`src/memCtrlSettings.svh`:
```
`ifndef MEM_CTRL_SETTINGS_SVH
`define MEM_CTRL_SETTINGS_SVH

// instruction and load/store word
`define MEM_WORD_W 32

// RAM data bus, one byte per cycle
`define MEM_BYTE_W 8

`define MEM_ADDR_W 32

// little-endian bytes on consecutive addresses
`define MEM_ADDR_STEP 1

// longest burst, a full word
`define MEM_MAX_BYTES 4

// length fields hold 0 to MEM_MAX_BYTES
`define MEM_LEN_W 3

`endif

```
`src/memCtrlPkg.sv`:
```
`include "memCtrlSettings.svh"

package memCtrlPkg;

    // controller states
    typedef enum logic [1:0] {
        Idle      = 2'd0,
        FetchRead = 2'd1,
        DataRead  = 2'd2,
        DataWrite = 2'd3
    } ctrlState_e;

    // data cache load/store select
    typedef enum logic {
        Load  = 1'b0,
        Store = 1'b1
    } accessKind_e;

    // lane 0 holds the byte at the base address
    typedef union packed {
        logic [`MEM_WORD_W-1:0]                     word;
        logic [`MEM_MAX_BYTES-1:0][`MEM_BYTE_W-1:0] lanes;
    } assembledWord_u;

endpackage

```
`src/memArbiterFsm.sv`:
```
`timescale 1ns/1ps
`include "memCtrlSettings.svh"

module memArbiterFsm
    import memCtrlPkg::*;
(
    input  logic                   clk,
    input  logic                   rst,
    input  logic                   i_rdy,
    input  logic                   i_ioBufferFull,
    input  logic                   i_ifEn,
    input  logic [`MEM_ADDR_W-1:0] i_ifAddr,
    input  logic                   i_dcEn,
    input  accessKind_e            i_dcKind,
    input  logic [`MEM_LEN_W-1:0]  i_dcLen,
    input  logic [`MEM_ADDR_W-1:0] i_dcAddr,
    input  logic                   i_issueDone,
    input  logic                   i_returnDone,
    output ctrlState_e             o_state,
    output logic                   o_advance,
    output logic                   o_startAccess,
    output logic [`MEM_LEN_W-1:0]  o_accessLen,
    output logic [`MEM_ADDR_W-1:0] o_baseAddr,
    output logic                   o_memWr,
    output logic                   o_ifDone,
    output logic                   o_dcDone,
    output logic                   o_captureEn
);

    ctrlState_e state;
    logic       stall;
    logic       busy;
    logic       reading;
    logic       firstCycle;
    logic       finish;

    assign stall = !i_rdy || i_ioBufferFull;
    assign busy  = (state != Idle);

    assign o_state   = state;
    assign o_advance = busy && !stall;

    // the served requester still holds its enable during the done cycle
    assign o_startAccess = !busy && !stall && !o_ifDone && !o_dcDone && (i_ifEn || i_dcEn);

    assign reading = (state == FetchRead) || (state == DataRead);

    // writes go out only on non-stalled issue cycles
    assign o_memWr = (state == DataWrite) && o_advance;

    // nothing comes back in the first busy cycle
    assign o_captureEn = reading && o_advance && !firstCycle;

    // reads end on the last returned byte and writes on the last issued one
    assign finish = o_advance && (reading ? i_returnDone : i_issueDone);

    always_ff @(posedge clk) begin
        if (rst) begin
            state       <= Idle;
            o_ifDone    <= 1'b0;
            o_dcDone    <= 1'b0;
            firstCycle  <= 1'b0;
            o_baseAddr  <= '0;
            o_accessLen <= '0;
        end else begin
            o_ifDone <= finish && (state == FetchRead);
            o_dcDone <= finish && (state != FetchRead);

            if (o_startAccess) begin
                firstCycle <= 1'b1;
                // data cache wins a tie
                if (i_dcEn) begin
                    state       <= (i_dcKind == Store) ? DataWrite : DataRead;
                    o_baseAddr  <= i_dcAddr;
                    o_accessLen <= i_dcLen;
                end else begin
                    state       <= FetchRead;
                    o_baseAddr  <= i_ifAddr;
                    o_accessLen <= `MEM_LEN_W'(`MEM_MAX_BYTES);
                end
            end else if (o_advance) begin
                firstCycle <= 1'b0;
                if (finish) begin
                    state <= Idle;
                end
            end
        end
    end

    // byte, half or word only
    property pDcLenLegal;
        @(posedge clk) disable iff (rst)
            (state == Idle) && i_dcEn |-> i_dcLen inside {1, 2, 4};
    endproperty

    assert property (pDcLenLegal)
        else $error("data cache length %0d is not 1, 2 or 4", i_dcLen);

endmodule

```
`src/byteStageCounter.sv`:
```
`timescale 1ns/1ps
`include "memCtrlSettings.svh"

module byteStageCounter (
    input  logic                  clk,
    input  logic                  rst,
    input  logic                  i_startAccess,
    input  logic                  i_advance,
    input  logic [`MEM_LEN_W-1:0] i_accessLen,
    output logic [`MEM_LEN_W-1:0] o_issueIdx,
    output logic [`MEM_LEN_W-1:0] o_returnIdx,
    output logic                  o_issueDone,
    output logic                  o_returnDone
);

    logic [`MEM_LEN_W-1:0] issueCnt;
    logic [`MEM_LEN_W-1:0] heldIdx;
    logic [`MEM_LEN_W-1:0] lastIdx;
    logic                  issuing;
    logic                  returning;

    assign lastIdx = i_accessLen - 1'b1;

    always_ff @(posedge clk) begin
        if (rst) begin
            issueCnt    <= '0;
            heldIdx     <= '0;
            o_returnIdx <= '0;
            issuing     <= 1'b0;
            returning   <= 1'b0;
        end else begin
            // last presented index, repeated on the bus while stalled
            heldIdx <= o_issueIdx;
            if (i_startAccess) begin
                issueCnt    <= '0;
                o_returnIdx <= '0;
                issuing     <= 1'b1;
                returning   <= 1'b0;
            end else if (i_advance) begin
                // return side trails issue by the RAM latency
                returning   <= issuing;
                o_returnIdx <= issueCnt;
                if (issuing) begin
                    if (issueCnt == lastIdx) begin
                        issuing <= 1'b0;
                    end else begin
                        issueCnt <= issueCnt + 1'b1;
                    end
                end
            end
        end
    end

    // a stalled cycle shows the address of the cycle before
    assign o_issueIdx = i_advance ? issueCnt : heldIdx;

    assign o_issueDone  = issuing && (issueCnt == lastIdx);
    assign o_returnDone = returning && (o_returnIdx == lastIdx);

    property pReturnBehindIssue;
        @(posedge clk) disable iff (rst)
            o_returnIdx <= o_issueIdx;
    endproperty

    assert property (pReturnBehindIssue)
        else $error("return index %0d passed issue index %0d", o_returnIdx, o_issueIdx);

endmodule

```
`src/loadAssembler.sv`:
```
`timescale 1ns/1ps
`include "memCtrlSettings.svh"

module loadAssembler
    import memCtrlPkg::*;
(
    input  logic                   clk,
    input  logic                   rst,
    input  logic                   i_captureEn,
    input  logic [`MEM_LEN_W-1:0]  i_returnIdx,
    input  logic [`MEM_BYTE_W-1:0] i_memDin,
    input  logic [`MEM_LEN_W-1:0]  i_accessLen,
    input  logic                   i_startAccess,
    output logic [`MEM_WORD_W-1:0] o_word
);

    localparam int LaneIdxW = $clog2(`MEM_MAX_BYTES);

    assembledWord_u gathered;
    assembledWord_u extended;

    // one returned byte per capture, little-endian lanes
    always_ff @(posedge clk) begin
        if (rst || i_startAccess) begin
            gathered.word <= '0;
        end else if (i_captureEn) begin
            gathered.lanes[i_returnIdx[LaneIdxW-1:0]] <= i_memDin;
        end
    end

    // zero extension above the access length
    always_comb begin
        extended.word = '0;
        for (int lane = 0; lane < `MEM_MAX_BYTES; lane++) begin
            if (lane < i_accessLen) begin
                extended.lanes[lane] = gathered.lanes[lane];
            end
        end
    end

    // fetches always fill all four lanes
    assign o_word = extended.word;

endmodule

```
`src/storeSerializer.sv`:
```
`timescale 1ns/1ps
`include "memCtrlSettings.svh"

module storeSerializer (
    input  logic                   clk,
    input  logic                   rst,
    input  logic                   i_startAccess,
    input  logic [`MEM_WORD_W-1:0] i_storeData,
    input  logic [`MEM_LEN_W-1:0]  i_issueIdx,
    output logic [`MEM_BYTE_W-1:0] o_memDout
);

    localparam int LaneIdxW = $clog2(`MEM_MAX_BYTES);

    logic [`MEM_MAX_BYTES-1:0][`MEM_BYTE_W-1:0] storeBytes;

    // store word captured when the access is granted
    always_ff @(posedge clk) begin
        if (rst) begin
            storeBytes <= '0;
        end else if (i_startAccess) begin
            storeBytes <= i_storeData;
        end
    end

    // lsb first
    assign o_memDout = storeBytes[i_issueIdx[LaneIdxW-1:0]];

    property pIssueIdxInWord;
        @(posedge clk) disable iff (rst)
            i_issueIdx < `MEM_MAX_BYTES;
    endproperty

    assert property (pIssueIdxInWord)
        else $error("issue index %0d outside the store word", i_issueIdx);

endmodule

```
`src/memCtrl.sv`:
```
`timescale 1ns/1ps
`include "memCtrlSettings.svh"

module memCtrl
    import memCtrlPkg::*;
(
    input  logic                   clk,
    input  logic                   rst,
    input  logic                   i_rdy,
    input  logic                   i_ioBufferFull,

    // byte RAM
    input  logic [`MEM_BYTE_W-1:0] i_memDin,
    output logic                   o_memWr,
    output logic [`MEM_ADDR_W-1:0] o_memAddr,
    output logic [`MEM_BYTE_W-1:0] o_memDout,

    // instruction fetch
    input  logic                   i_ifEn,
    input  logic [`MEM_ADDR_W-1:0] i_ifAddr,
    output logic                   o_ifDone,
    output logic [`MEM_WORD_W-1:0] o_ifInst,

    // data cache
    input  logic                   i_dcEn,
    input  accessKind_e            i_dcKind,
    input  logic [`MEM_LEN_W-1:0]  i_dcLen,
    input  logic [`MEM_ADDR_W-1:0] i_dcAddr,
    input  logic [`MEM_WORD_W-1:0] i_dcStoreData,
    output logic                   o_dcDone,
    output logic [`MEM_WORD_W-1:0] o_dcData
);

    ctrlState_e             state;
    logic                   advance;
    logic                   startAccess;
    logic                   captureEn;
    logic                   issueDone;
    logic                   returnDone;
    logic [`MEM_LEN_W-1:0]  accessLen;
    logic [`MEM_LEN_W-1:0]  issueIdx;
    logic [`MEM_LEN_W-1:0]  returnIdx;
    logic [`MEM_ADDR_W-1:0] baseAddr;
    logic [`MEM_WORD_W-1:0] loadWord;

    memArbiterFsm fsm (
        .clk            (clk),
        .rst            (rst),
        .i_rdy          (i_rdy),
        .i_ioBufferFull (i_ioBufferFull),
        .i_ifEn         (i_ifEn),
        .i_ifAddr       (i_ifAddr),
        .i_dcEn         (i_dcEn),
        .i_dcKind       (i_dcKind),
        .i_dcLen        (i_dcLen),
        .i_dcAddr       (i_dcAddr),
        .i_issueDone    (issueDone),
        .i_returnDone   (returnDone),
        .o_state        (state),
        .o_advance      (advance),
        .o_startAccess  (startAccess),
        .o_accessLen    (accessLen),
        .o_baseAddr     (baseAddr),
        .o_memWr        (o_memWr),
        .o_ifDone       (o_ifDone),
        .o_dcDone       (o_dcDone),
        .o_captureEn    (captureEn)
    );

    byteStageCounter stageCnt (
        .clk           (clk),
        .rst           (rst),
        .i_startAccess (startAccess),
        .i_advance     (advance),
        .i_accessLen   (accessLen),
        .o_issueIdx    (issueIdx),
        .o_returnIdx   (returnIdx),
        .o_issueDone   (issueDone),
        .o_returnDone  (returnDone)
    );

    loadAssembler assembler (
        .clk           (clk),
        .rst           (rst),
        .i_captureEn   (captureEn),
        .i_returnIdx   (returnIdx),
        .i_memDin      (i_memDin),
        .i_accessLen   (accessLen),
        .i_startAccess (startAccess),
        .o_word        (loadWord)
    );

    storeSerializer serializer (
        .clk           (clk),
        .rst           (rst),
        .i_startAccess (startAccess),
        .i_storeData   (i_dcStoreData),
        .i_issueIdx    (issueIdx),
        .o_memDout     (o_memDout)
    );

    assign o_memAddr = baseAddr + `MEM_ADDR_W'(issueIdx) * `MEM_ADDR_STEP;

    // valid while the matching done is high
    assign o_ifInst = loadWord;
    assign o_dcData = loadWord;

    // a stall mid-access keeps the RAM on the byte it is returning
    property pStallHoldsAddr;
        @(posedge clk) disable iff (rst)
            (state != Idle) && !advance && !$past(startAccess) |-> $stable(o_memAddr);
    endproperty

    assert property (pStallHoldsAddr)
        else $error("address moved during a stall, now %h", o_memAddr);

endmodule

```
`config.mk`:
```
export PLATFORM = sky130hd
export DESIGN_NAME = memCtrl
export DESIGN_NICKNAME = d
export VERILOG_FILES = /design/src/memCtrlPkg.sv /design/src/memArbiterFsm.sv /design/src/byteStageCounter.sv /design/src/loadAssembler.sv /design/src/storeSerializer.sv /design/src/memCtrl.sv
export VERILOG_INCLUDE_DIRS = /design/src
export SDC_FILE = /design/constraint.sdc
export NUM_CORES = 1
export LEC_CHECK = 0
export BUFFER_PORTS_ARGS = -buffer_cell sky130_fd_sc_hd__buf_2
export CAP_MARGIN = 20
export CORE_MARGIN = 3
export CORE_UTILIZATION = 23
export CTS_CLUSTER_DIAMETER = 200
export DETAILED_ROUTE_END_ITERATION = 6
export PLACE_DENSITY = 0.42
export SYNTH_ARGS = -nofsm -noshare
export SYNTH_HDL_FRONTEND = slang
export SYNTH_SLANG_ARGS = --single-unit
```
`constraint.sdc`:
```
create_clock -name clk -period 4.4 [get_ports clk]
set_input_delay 0.22 -clock clk [delete_from_list [all_inputs] [get_ports clk]]
set_output_delay 0.22 -clock clk [all_outputs]
set_load 0.02 [all_outputs]
```
* Word-level counts from Yosys, hierarchy flattened
Index checks and enable logic that the tools add are counted.
** Word-level totals
- Register bits after elaboration :: 115
- Input port bits :: 114
- Output and inout bits :: 107
** Operators by class
- $add $sub $neg :: 3
- $lt $le $gt $ge :: 7
- Equal/unequal tests :: 6
- Mux-type cells :: 24
- Bitwise logic cells :: 1
- Reductions and logical operators :: 30
** Operators by type and width (number)
- $mux 8 :: 6
- $add 32x3->32 :: 1
- $bwmux 32 :: 1
- $mux 32 :: 1
- $bmux 8 s2 :: 1
- $demux 8 s2 :: 1
- $logic_and 1x1->1 :: 14
- $mux 1 :: 8
- $mux 2 :: 4
- $eq 3x3->1 :: 2
- $logic_not 1->1 :: 6
- $lt 1x3->1 const A :: 2
- $lt 2x3->1 const A :: 2
- $lt 2x3->1 const B :: 2
- $mux 3 :: 2
- $reduce_bool 2->1 :: 3
- $eq 2x2->1 const B :: 2
- $logic_or 1x1->1 :: 4
- $add 3x1->3 const B :: 1
- $reduce_and 3->1 :: 1
- $sub 3x1->3 const B :: 1
- $eq 2x1->1 const B :: 1
- $ge 2x1->1 const B :: 1
- $ne 2x1->1 const B :: 1
- 3 further kinds :: 3

* Logic depth before layout (Yosys ltp)
- Depth after elaboration :: 9
- Gate-level depth with buffers :: 16

* Hierarchy
From an unflattened synthesis, not the netlist that was laid out.
** Second synthesis, totals
- Cells, all modules :: 653
- Area total of the unflattened synthesis :: 6555.0 um^2
** By module, submodules not included
- memArbiterFsm :: instances 1, cells an instance 192, area each 2097.0 um^2, sequential area each 800.8 um^2
- loadAssembler :: instances 1, cells an instance 157, area each 1619.1 um^2, sequential area each 640.6 um^2
- storeSerializer :: instances 1, cells an instance 113, area each 1333.8 um^2, sequential area each 640.6 um^2
- memCtrl :: instances 1, cells an instance 126, area each 918.4 um^2, sequential area each 0.0 um^2
- byteStageCounter :: instances 1, cells an instance 65, area each 586.8 um^2, sequential area each 220.2 um^2

* Least setup slack after synthesis
Ideal clock, no wire load.
- Kind :: reg-to-output
- From :: reg fsm.state[0], in the netlist fsm.o_state[0]
- To :: out o_memAddr[11]
- Arrival :: 3536 ps
- Data required time :: 4180 ps
- Path slack :: 644 ps
- Cell stages (with the launch flop) :: 14
- Buffers on the path :: 3
- Cell sequence :: dfxtp_1 -> inv_1 -> ha_1 -> or3b_2 -> buf_2 -> a21boi_0 -> buf_2 -> inv_1 -> ha_1 -> and3_1 -> a211oi_1 -> clkbuf_1 -> nor3_1 -> xnor2_1
** On the way
- Cells in the longest elaborated chain, start to end :: 4
** Ends and longest elaborated chain
- from (decl) :: RTL line memArbiterFsm.sv:30 : ctrlState_e state;
- from (signal assigned) :: RTL line memArbiterFsm.sv:59 : state <= Idle;
- from (signal assigned) :: RTL line memArbiterFsm.sv:73 : state <= (i_dcKind == Store) ? DataWrite : DataRead;
- from (signal assigned) :: RTL line memArbiterFsm.sv:77 : state <= FetchRead;
- $reduce_bool 2->1 :: RTL line memArbiterFsm.sv:38 : assign busy = (state != Idle);
- $logic_and 1x1->1 :: RTL line memArbiterFsm.sv:41 : assign o_advance = busy && !stall;
- $mux 3 :: RTL line byteStageCounter.sv:55 : assign o_issueIdx = i_advance ? issueCnt : heldIdx;
- net issueIdx[1] :: RTL line memCtrl.sv:41 : logic [`MEM_LEN_W-1:0] issueIdx;
- $add 32x3->32 (no source line)
- to (decl) :: RTL line memCtrl.sv:15 : output logic [`MEM_ADDR_W-1:0] o_memAddr,
The timed path passes the listed nets, and every way through them passes these cells.

* Worst setup path after layout
- From :: reg fsm.state[0], in the netlist fsm.o_state[0]
- To :: out o_memAddr[18]
Same word-level chain as after synthesis.

==> key figures <==
Final layout
  – Final Cell Area: 7650 sq um
  – Area delta synth->final: 27.9%
  – Nets@finish: 985
  – Fin cells: 1205
  – Final Util: 0.301
  – Layout cells sized above 1: 0.313

Synthesis
  – Yosys top cell area share: 0.385
  – Top post-synthesis cells by count: dfxtp_1, mux2i_1, nand2_1
  – Synth area leader: dfxtp_1
  – Top-count cell post-synth: dfxtp_1
  – Synth area leaders: dfxtp_1, mux2i_1, nand2_1
  – Synthesized flop and latch total: roughly 120
  – Register area share after synthesis: 0.385
  – Top_reg_cell synth: dfxtp_1
  – Post-synth EDFFs: 0
  – Syn_area_per_cell: 8.69 sq um
  – Complex-gate fraction of the synthesized area: 0.0885
  – Post-synthesis mux area share: 0.151
  – Asr flop ratio synth: 0
  – Synth warn: 0
  – Count of cell types in the netlist: 48
  – Largest family of logic cells by synthesized area: simple AND/OR/NAND/NOR gates
  – Synth Area in Simple Gates: 0.210
  – Post-synthesis cell area: 5980 sq um
  – Syn_nets: about 810
  – XOR/XNOR Fraction of Synth Area: 0.0594
  – Syn Inst Count: 688
  – Synth Area in Adders: 0.0222

Timing
  – Relative slew slack: 0.315
  – RSZ-0062 raised after global routing: false
  – Clock Skews: 14.3 ps
  – Setup TNS after final layout: 0 ps
  – Final Worst Setup Slack: between 300 and 400 ps
  – Final min period: 4040 ps
  – # setup viols final: 0
  – Slew Limit Fails: 0
  – Hold Violations, Final: 0
  – Fmax: between 200 and 250 MHz
  – Final period util: 0.918
  – Slew @ Worst Pin: 1030 ps

Global route
  – Pin count of the biggest net entering global routing: around 100
  – Overall Global Routing Usage: 0.127
  – First-pass GRT wire length: 28100 microns
  – Total congestion overflow: 0
  – Initial antenna violation count: 3
  – Number of global-route vias before repair: just over 5000

Worst setup path
  – Crit path kind: reg -> out
  – RR Startpoint: fsm.o_state[0]
  – R2R setup slack: 1930 ps
  – CP Max Fanout: 11
  – Worst reg2reg path depth: 6
  – WP data required: 4180 ps
  – Critical path data arrival time: around 3800 ps
  – Worst setup SP type: flip-flop
  – Critical Path End Type: output port
  – Worst R2R End: fsm.o_dcDone

Floorplan
  – Die area: 28000 sq um
  – Die height: 167 microns
  – Die Wd: 167 microns
  – Total core area: 25400 sq um
  – # rows: 58
  – Initial core utilization: 0.235
  – I/O pin cnt: 221

Clock tree
  – Clk buf depth: 2
  – Total CTS buffers: 17
  – Worst-Skew Late Latency: 420 ps
  – CTS tree: yes
  – Post-CTS resize count: 0
  – Hold buffers post-CTS: 0
  – H-tree depth: 4
  – Clk slew on worst S/H paths: 60 ps
  – TritonCTS sink count: 115
  – CTS Root Cell: clkbuf_16
  – Postcts setup bufs: 0

Job
  – Maximum capacitance violations: 0

Drt
  – DRT Pass-1 Iters: 4
  – Post-Route WL: between 15000 and 20000 microns
  – Vias: 5156
  – DRC: 0
  – Number of nets still failing antenna checks after routing: 0
  – Vias per cell: 4.28
  – DRT iter0 DRCs: 253
  – WL per Instance: 15.0 microns

Pwr
  – Internal power contribution: 1.92 mW
  – VDD IR max: ~0.18 mV
  – Clock power frac: 0.459
  – Sw Ratio: 0.267
  – Combinational power share: 0.115
  – Seq pwr share: 0.426
  – Leakage power figure: about 3.7 nW
  – Power Dens Cells: roughly 340 nW/um^2
  – NetSw: 702 uW

Outcome
  – Status: finished, final reports clean

Min path
  – Worst Hold End: serializer.storeBytes[19]
  – Hold Path Stages: 3
  – Worst hold path class: in -> reg
  – Critical hold path startpoint: i_dcStoreData[19]

Place
  – IO Port Bufs: 220
  – Placed Cells: 1172
  – Post-DP HPWL: 13200 microns
  – Pre-CTS setup slack: 716 ps
  – Area after DPL: slightly above 7000 sq um
  – GPL Wtd Cong: 0.773
## power groups by stage
stage,combinational [mW],clock [mW],sequential (mW)
after detailed placement,0.308,0,1.14
after global routing,0.338,1.30,1.13
after global placement,0.307,0,1.14
after CTS,0.309,1.25,1.12
after floorplan,0.185,0,1.13
final,0.302,1.21,1.12
## cell usage in the layout (no fill, tap or decap), types with 2 or more instances in the layout
cell type,synthesis,final
buf_2,5,220
dfxtp_1,115,115
nand2_1,89,89
mux2i_1,90,89
nor2_1,76,76
a21oi_1,42,42
a211oi_1,33,32
nor2b_1,26,26
xor2_1,23,23
clkbuf_16,0,17
inv_1,15,15
xnor2_1,15,15
nand3_1,11,11
and2_1,10,10
ha_1,9,9
buf_4,33,9
nor3_1,8,8
clkinv_2,0,7
nor4_1,6,5
and3_1,4,4
nor3b_1,4,4
clkinvlp_4,0,4
or4_1,3,3
nor4_2,2,3
nand2b_1,3,3
nand4_1,3,3
diode_2,0,2
and4_1,2,2
nand4_2,2,2
nor4b_1,2,2
a311oi_1,2,2
nand4b_1,2,2
clkbuf_1,29,2
## cells by family after synthesis
kind of cell,count (synthesis)
buffers and inverters,90
muxes,90
xor gates and xnor gates,39
AOI/OAI and AO/OA,84
adders and majority gates,10
DFF,115
and+or+nand+nor,260
## sequential cells by signal (all words and copies together) (netlist names)
| name | count |
|---|---|
| assembler.gathered | 32 |
| fsm.firstCycle | 1 |
| fsm.o_accessLen | 3 |
| fsm.o_baseAddr | 32 |
| fsm.o_dcDone | 1 |
| fsm.o_ifDone | 1 |
| fsm.o_state | 2 |
| serializer.storeBytes | 32 |
| stageCnt.heldIdx | 3 |
| stageCnt.issueCnt | 3 |
| stageCnt.issuing | 1 |
| stageCnt.o_returnIdx | 3 |
| stageCnt.returning | 1 |
## cell type report
cell class                 count  area, sq um
antenna                        2         5.00
clock buffer                  20          447
clock inverter                11         65.1
fill                        2744        17700
inverter                      15         56.3
multi-input combinational    483         3200
sequential                   115         2300
tap                          330          413
timing repair buffer         229         1170
## worst max-delay path, cell delays in order, from the launching register on
cell,delay (ps)
dfxtp_1,370
inv_1,60
ha_1,240
or3b_2,610
mux2i_2,210
inv_1,70
ha_1,140
inv_1,50
fa_1,400
nand2b_1,190
and2_1,320
nor4b_1,390
xor2_1,180
buf_2,180
## per-layer routing
layer	vias to the layer above	GRT usage	wire (microns)
met2	156	0.202	8250
met3	13	0.0321	973
li1	2669	-	-
met4	2	0.0359	230
met5	-	0	7
met1	2316	0.171	8630
## stage by stage
step | total power, mW | hold WS (ps)
detailed placement | 1.45 | 448
floorplan | 1.31 | 356
finish | 2.63 | 35.2
CTS | 2.68 | 21.9
global placement | 1.45 | 443
global route | 2.76 | 23.9
## worst max path at each step
stage	startpoint	endpoint	slack, ps	cells past startpoint
3_5_place_dp	fsm.o_state[0]	o_memAddr[24]	720	13
4_1_cts	fsm.o_state[0]	o_memAddr[24]	260	13
3_3_place_gp	fsm.o_state[0]	o_memAddr[18]	800	13
5_1_grt	fsm.o_state[0]	o_memAddr[24]	60	13
6_report	fsm.o_state[0]	o_memAddr[18]	360	13
2_1_floorplan	fsm.o_state[0]	o_memAddr[11]	640	13
No activity file was read; power rests on OpenSTA's default activity.
